===== config.mk =====
export PLATFORM = sky130hd
export DESIGN_NAME = lane_sram_top
export DESIGN_NICKNAME = d
export VERILOG_FILES = /design/src/verilog/lane_sram_pkg.sv /design/src/verilog/fpga_ram.sv /design/src/verilog/spsram_lane_wrap.sv /design/src/verilog/sram_req_queue.sv /design/src/verilog/sram_access_ctrl.sv /design/src/verilog/lane_sram_top.sv
export SDC_FILE = /design/constraint.sdc
export NUM_CORES = 1
export LEC_CHECK = 0
export ABC_AREA = 1
export BUFFER_PORTS_ARGS = -buffer_cell sky130_fd_sc_hd__buf_4
export CAP_MARGIN = 20
export CORE_UTILIZATION = 30
export DETAILED_ROUTE_END_ITERATION = 8
export GPL_TIMING_DRIVEN = 0
export PLACE_DENSITY_LB_ADDON = 0.1
export SLEW_MARGIN = 40
export SYNTH_ARGS = -nofsm -noshare
export SYNTH_HDL_FRONTEND = slang
export SYNTH_HIERARCHICAL = 1
export SYNTH_SLANG_ARGS = --single-unit

===== constraint.sdc =====
create_clock -name CLK -period 3.5 [get_ports CLK]
set_input_delay 0.175 -clock CLK [delete_from_list [all_inputs] [get_ports CLK]]
set_output_delay 0.175 -clock CLK [all_outputs]
set_load 0.03 [all_outputs]

===== src/verilog/lane_sram_pkg.sv =====
// Lane SRAM shared types

package lane_sram_pkg;

  // Word address bits
  localparam int ADDR_WIDTH = 6;

  // Independently writable lanes per word
  localparam int NUM_LANES = 4;

  // Bits per lane
  localparam int LANE_WIDTH = 4;

  // Full word, all lanes side by side
  localparam int DATA_WIDTH = NUM_LANES * LANE_WIDTH;

  // Word address
  typedef logic [ADDR_WIDTH-1:0] sram_addr_t;

  // Full data word
  typedef logic [DATA_WIDTH-1:0] sram_data_t;

  // One lane slice
  typedef logic [LANE_WIDTH-1:0] lane_data_t;

  // Lane select, active high at the request port
  typedef logic [NUM_LANES-1:0] lane_mask_t;

  // Request as queued and dequeued
  typedef struct packed {
    logic       write;
    sram_addr_t addr;
    sram_data_t wdata;
    lane_mask_t mask;
  } sram_req_t;

  // Read response payload
  typedef struct packed {
    sram_data_t rdata;
  } sram_rsp_t;

endpackage


===== src/verilog/fpga_ram.sv =====
// Behavioral single-port RAM

`timescale 1ns/1ps

module fpga_ram #(
  parameter int DATA_W = 4,
  parameter int ADDR_W = 6
) (
  input  logic              CLK,
  input  logic [ADDR_W-1:0] addr,
  input  logic [DATA_W-1:0] din,
  input  logic              we,
  output logic [DATA_W-1:0] dout
);

  // One word per address
  localparam int DEPTH = 2 ** ADDR_W;

  // Storage array, contents undefined after power-up
  logic [DATA_W-1:0] mem [DEPTH];

  // Synchronous write
  always_ff @(posedge CLK) begin
    if (we) begin
      mem[addr] <= din;
    end
  end

  // Registered read on every edge
  // Old word comes out on a write cycle
  // Held address keeps the output steady while idle
  always_ff @(posedge CLK) begin
    dout <= mem[addr];
  end

endmodule


===== src/verilog/spsram_lane_wrap.sv =====
// SRAM macro wrapper

`timescale 1ns/1ps

module spsram_lane_wrap (
  input  logic                     CLK,
  input  lane_sram_pkg::sram_addr_t a,
  input  logic                     cen,
  input  logic                     gwen,
  input  lane_sram_pkg::lane_mask_t wen,
  input  lane_sram_pkg::sram_data_t d,
  output lane_sram_pkg::sram_data_t q
);

  import lane_sram_pkg::*;

  // Last address seen with the chip enabled
  sram_addr_t addr_hold;

  // Address actually presented to the lane RAMs
  sram_addr_t ram_addr;

  // Capture address on every enabled cycle
  always_ff @(posedge CLK) begin
    if (!cen) begin
      addr_hold <= a;
    end
  end

  // Deselected chip sees the held address
  // so the read register keeps returning the same word
  assign ram_addr = cen ? addr_hold : a;

  // One RAM per lane
  for (genvar i = 0; i < NUM_LANES; i++) begin : g_lane
    logic       lane_we;
    lane_data_t lane_din;
    lane_data_t lane_dout;

    // All three selects active low
    assign lane_we = !cen && !gwen && !wen[i];

    // Lane slice of the write word
    assign lane_din = d[i*LANE_WIDTH +: LANE_WIDTH];

    fpga_ram #(
      .DATA_W(LANE_WIDTH),
      .ADDR_W(ADDR_WIDTH)
    ) u_ram (
      .CLK (CLK),
      .addr(ram_addr),
      .din (lane_din),
      .we  (lane_we),
      .dout(lane_dout)
    );

    // Reassemble read word, lane 0 in the low bits
    assign q[i*LANE_WIDTH +: LANE_WIDTH] = lane_dout;
  end

endmodule


===== src/verilog/sram_req_queue.sv =====
// Credit-backed request queue

`timescale 1ns/1ps

module sram_req_queue #(
  parameter int QUEUE_DEPTH = 4
) (
  input  logic                     CLK,
  input  logic                     rst,
  input  logic                     req_valid,
  input  lane_sram_pkg::sram_req_t req,
  output logic                     deq_valid,
  output lane_sram_pkg::sram_req_t deq_req,
  output logic                     credit_return
);

  import lane_sram_pkg::*;

  // Pointer wraps naturally, depth is a power of two
  localparam int PTR_W = $clog2(QUEUE_DEPTH);
  // One extra bit to represent a full queue
  localparam int CNT_W = PTR_W + 1;

  // Entry storage, no reset needed
  sram_req_t mem [QUEUE_DEPTH];

  logic [PTR_W-1:0] wr_ptr;
  logic [PTR_W-1:0] rd_ptr;
  logic [CNT_W-1:0] count;

  logic push;
  logic pop;

  // Credit rule guarantees space for every request
  assign push = req_valid;

  // Controller never stalls, so pop whenever non-empty
  assign pop = (count != '0);

  // Head entry straight out to the controller
  assign deq_valid = pop;
  assign deq_req   = mem[rd_ptr];

  // Write side
  always_ff @(posedge CLK) begin
    if (push) begin
      mem[wr_ptr] <= req;
    end
  end

  // Pointers and occupancy
  always_ff @(posedge CLK) begin
    if (rst) begin
      wr_ptr <= '0;
      rd_ptr <= '0;
      count  <= '0;
    end else begin
      if (push) begin
        wr_ptr <= wr_ptr + PTR_W'(1);
      end
      if (pop) begin
        rd_ptr <= rd_ptr + PTR_W'(1);
      end
      // Simultaneous push and pop leaves count alone
      count <= count + CNT_W'(push) - CNT_W'(pop);
    end
  end

  // One credit back per dequeue, a cycle later
  always_ff @(posedge CLK) begin
    if (rst) begin
      credit_return <= 1'b0;
    end else begin
      credit_return <= pop;
    end
  end

endmodule


===== src/verilog/sram_access_ctrl.sv =====
// SRAM access controller

`timescale 1ns/1ps

module sram_access_ctrl (
  input  logic                      CLK,
  input  logic                      rst,
  input  logic                      deq_valid,
  input  lane_sram_pkg::sram_req_t  deq_req,
  output lane_sram_pkg::sram_addr_t a,
  output logic                      cen,
  output logic                      gwen,
  output lane_sram_pkg::lane_mask_t wen,
  output lane_sram_pkg::sram_data_t d,
  input  lane_sram_pkg::sram_data_t q,
  output logic                      rsp_valid,
  output lane_sram_pkg::sram_rsp_t  rsp
);

  import lane_sram_pkg::*;

  // Read going to the macro this cycle
  logic rd_issue;

  // Read issued last cycle, q valid now
  logic rd_pending;

  // Every dequeued entry is one macro cycle
  assign cen = !deq_valid;

  // Global write enable only for a live write
  assign gwen = !(deq_valid && deq_req.write);

  // Lane selects flip to the macro's active-low sense
  assign wen = ~deq_req.mask;

  // Address and write data pass from the entry
  assign a = deq_req.addr;
  assign d = deq_req.wdata;

  // Reads only, writes return nothing
  assign rd_issue = deq_valid && !deq_req.write;

  // Track the single read in the RAM pipeline
  always_ff @(posedge CLK) begin
    if (rst) begin
      rd_pending <= 1'b0;
    end else begin
      rd_pending <= rd_issue;
    end
  end

  // Response lines up with the RAM read register
  // Order follows issue order since the RAM has a fixed one-cycle latency
  assign rsp_valid = rd_pending;

  always_comb begin
    rsp       = '0;
    rsp.rdata = q;
  end

endmodule


===== src/verilog/lane_sram_top.sv =====
// Lane SRAM scratchpad top

`timescale 1ns/1ps

module lane_sram_top #(
  parameter int QUEUE_DEPTH = 4
) (
  input  logic                     CLK,
  input  logic                     rst,
  input  logic                     req_valid,
  input  lane_sram_pkg::sram_req_t req,
  output logic                     credit_return,
  output logic                     rsp_valid,
  output lane_sram_pkg::sram_rsp_t rsp
);

  import lane_sram_pkg::*;

  // Queue to controller
  logic      deq_valid;
  sram_req_t deq_req;

  // Controller to macro
  sram_addr_t mac_a;
  logic       mac_cen;
  logic       mac_gwen;
  lane_mask_t mac_wen;
  sram_data_t mac_d;
  sram_data_t mac_q;

  // Request buffering and credit return
  sram_req_queue #(
    .QUEUE_DEPTH(QUEUE_DEPTH)
  ) u_queue (
    .CLK          (CLK),
    .rst          (rst),
    .req_valid    (req_valid),
    .req          (req),
    .deq_valid    (deq_valid),
    .deq_req      (deq_req),
    .credit_return(credit_return)
  );

  // Macro sequencing and responses
  sram_access_ctrl u_ctrl (
    .CLK      (CLK),
    .rst      (rst),
    .deq_valid(deq_valid),
    .deq_req  (deq_req),
    .a        (mac_a),
    .cen      (mac_cen),
    .gwen     (mac_gwen),
    .wen      (mac_wen),
    .d        (mac_d),
    .q        (mac_q),
    .rsp_valid(rsp_valid),
    .rsp      (rsp)
  );

  // Storage
  spsram_lane_wrap u_sram (
    .CLK (CLK),
    .a   (mac_a),
    .cen (mac_cen),
    .gwen(mac_gwen),
    .wen (mac_wen),
    .d   (mac_d),
    .q   (mac_q)
  );

endmodule


==> impl_metrics.py <==
metrics = {
    "outcome": {
        "outcome": "finished, final reports clean",
    },
    "logic_synthesis": {
        "ys_warn_count": 6,
        "synth_area_leaders": "edfxtp_1 68%, nand2_1 20%, nor2_1 2.5%",
        "synth_cells": 4951,
        "netlist_area_um2": 50150,
        "synth_fp_nets": 4988,
        "synth_top_area_cell": "edfxtp_1",
        "synth_seq_cells": 1165,
        "yosysTopAreaCellShare_pct": 67.78,
        "seq_area_frac_synth_pct": 69.10,
        "synth_cell_types": 28,
        "syn_avg_cell_area_um2": 10.13,
    },
    "clocking": {
        "cts_buffers": 137,
        "cts_root_buffer": "clkbuf_16",
        "clk_latency_ns": 0.77,
        "path_clk_slew_ns": 0.06,
        "clock_sink_count": 1165,
        "clock_path_buffers": 3,
        "htreeDepth": 4,
        "cts_tree": "yes",
    },
    "sta": {
        "whs_ns": 0.2432,
        "fin_crit_ns": 3.421,
        "finClkSkew_ns": 0.02771,
        "max_slew_margin_pct": 41.02,
        "rsz0062_at_grt": "true",
        "slew_violations": 0,
        "finalSetupViolCount": 0,
        "timing.final.hold_violations": 0,
        "postLayoutSetupSlackWorst_ns": 0.07911,
        "fmax_mhz": 292.3,
        "worstMarginPinSlew_ns": 0.8847,
        "fin_crit_sh_pct": 97.74,
    },
    "run": {
        "cap_viol_max_count": 0,
    },
    "global_routing": {
        "overflow": 0,
        "antenna_found_initial": 28,
        "grt_max_degree": 65,
        "grt_pass1_vias": 34120,
        "grt_use_total_pct": 19.57,
        "grt_pass1_wl_um": 236800,
    },
    "route": {
        "ant_nets": 0,
        "via_count": 34630,
        "drt_pass1_iterations": 6,
        "routed_wl_um": 165900,
        "routed_via_density": 4.632,
        "drc": 0,
        "wl_per_cell_um": 22.19,
        "first_iter_violations": 2537,
    },
    "placed_design": {
        "place.gp.congestion": 0.8918,
        "dpl-instance-area_um2": 53340,
        "io_buffers": 47,
        "preCtsSetupSlack_ns": -1.242,
        "detailed_place_hpwl_um": 106500,
    },
    "floorplan": {
        "coreArea_um2": 165400,
        "start_util_pct": 30.33,
        "num_rows": 149,
        "io_pins": 48,
        "die_w_um": 410.9,
        "dieArea_um2": 168800,
        "die_y_um": 410.9,
    },
    "finish": {
        "multiInputGateArea_um2": 14340,
        "drive_gt1_share_pct": 14.47,
        "fillers": 16630,
        "register_area_um2": 34650,
        "layout.nets": 5216,
        "design_area_um2": 58990,
        "synthToLayoutAreaGrowth_pct": 17.62,
    },
    "critical_path": {
        "path_max_fanout": 10,
        "critPathArrivalTime_ns": 3.85,
        "setup.worst_path.start_class": "flip-flop",
        "crit_required_ns": 3.93,
        "crit_type": "flip-flop to flip-flop",
        "rrSetupSlack_ns": 0.08,
        "end_kind": "flip-flop",
    },
    "hold_path": {
        "hold_path.class": "input port to flip-flop",
    },
}
-- cell usage after synthesis --
| cell | instances |
|---|---|
| nand2_1 | 2725 |
| edfxtp_1 | 1132 |
| nor2_1 | 333 |
| inv_1 | 189 |
| buf_2 | 115 |
| buf_4 | 75 |
| nand3_1 | 54 |
| clkbuf_1 | 34 |
| dfxtp_1 | 33 |
| a21oi_1 | 31 |
| o21ai_0 | 29 |
| o21ai_1 | 29 |
| o211ai_1 | 27 |
| buf_1 | 20 |
| o211ai_2 | 20 |
| nor3_1 | 16 |
| nor3_2 | 16 |
| or2_0 | 12 |
| or2_1 | 12 |
| buf_6 | 10 |
| inv_2 | 9 |
| nand4_1 | 8 |
| nor4_1 | 8 |
| ha_1 | 6 |
| nor2_2 | 4 |
| buf_8 | 2 |
| fa_1 | 1 |
| nand2_4 | 1 |
-- metal layers --
metal	wire, µm	share of wire [%]	track usage (%)	vias up
met5	161	0.097	0	-
met4	4415	2.7	5.867	28
met3	9507	5.7	3.831	278
met2	75800	46	31.05	882
met1	76000	46	26.93	16890
li1	-	-	-	16550
-- critical path, stage by stage, from the launching register on --
cell	delay (ns)
dfxtp_1	0.30
buf_4	0.17
clkbuf_4	0.22
a21oi_1	0.12
o21ai_0	0.09
nand2_1	0.07
buf_4	0.09
nand2_1	0.05
nand2_2	0.32
buf_2	0.30
inv_1	0.09
nor2_2	0.33
nand3_2	0.47
nor2_1	0.46
-- per-stage QoR --
step | setup TNS (ns) | utilization [%] | cells
3_3_place_gp | -980.74 | 32.20 | 7187
3_5_place_dp | -932.22 | 32.25 | 7189
4_1_cts | -2.822 | 35.38 | 7467
5_1_grt | -2.563 | 35.67 | 7472
6_report | 0 | 35.67 | 7476
2_1_floorplan | 0 | - | 4951
-- sequential cells by signal (all words and copies together), names as in the netlist, named ones only --
register and count:
u_ctrl/rsp_valid 1, u_queue/count 3, u_queue/credit_return 1, u_queue/mem 108, u_queue/rd_ptr 2, u_queue/wr_ptr 2, u_sram/addr_hold 6, u_sram/g_lane.u_ram/dout 16
u_sram/g_lane.u_ram/mem 1024
-- path summary, 6_finish.rpt --
kind                                        from                                           to  cells after the start
setup / recovery                       flip-flop  u_sram/g_lane[0].u_ram/mem[13][0]$_DFFE_PP_                     13
hold reg to reg   u_queue/wr_ptr[1]$_SDFFE_PP0P_               u_queue/wr_ptr[1]$_SDFFE_PP0P_                      2
setup reg to reg                       flip-flop  u_sram/g_lane[0].u_ram/mem[13][0]$_DFFE_PP_                     13
hold / removal                            req[9]                  u_queue/mem[1][9]$_DFFE_PP_                      2
-- kinds of logic (layout without fill, tap and decap cells) --
group / Yosys count / in the layout / synth area share, %
AOI/OAI and AO/OA: 136 / 136 / 1.791
DFF: 1165 / 1165 / 69.10
other: 0 / 7 / 0
and+or+nand+nor: 3189 / 3189 / 24.48
adders and majority gates: 7 / 7 / 0.1896
buffers and inverters: 454 / 783 / 4.441
-- area by class of cell --
cell class              count  share of cell area (%)
diodes                      7                 0.02970
plain buffers             256                   2.584
clock buffers             177                   6.317
clock inverters            63                  0.8272
inverters                 198                   1.260
multi-input cells        3332                   24.31
flip-flops and latches   1165                   58.75
well taps                2189                   4.643
repair buffers             89                   1.281
-- timing repair --
item,in CTS,in global routing
hold endpoints to repair,119,0
pin swaps,9,0
endpoints found under the setup margin,1040,856
buffers inserted,9,0
cloned,0,0
gates resized for setup,159,144
hold buffers,29,0
-- layout by cell type, fill, tap and decap left out, types with 14 or more instances in the layout --
cell type and n:
a21oi_1 31, buf_1 15, buf_2 111, buf_4 135, buf_6 14, clkbuf_1 55
clkbuf_16 143, clkinv_1 23, clkinv_2 24, dfxtp_1 33, dlygate4sd3_1 29, edfxtp_1 1132
inv_1 184, inv_2 14, nand2_1 2718, nand3_1 30, nand3_4 21, nor2_1 142
nor2_2 185, nor3_2 29, o211ai_1 27, o211ai_2 20, o21ai_0 29, o21ai_1 28
Power is not shown: default switching activity piles up to over one toggle a cycle in this logic, so the estimate is an artifact.
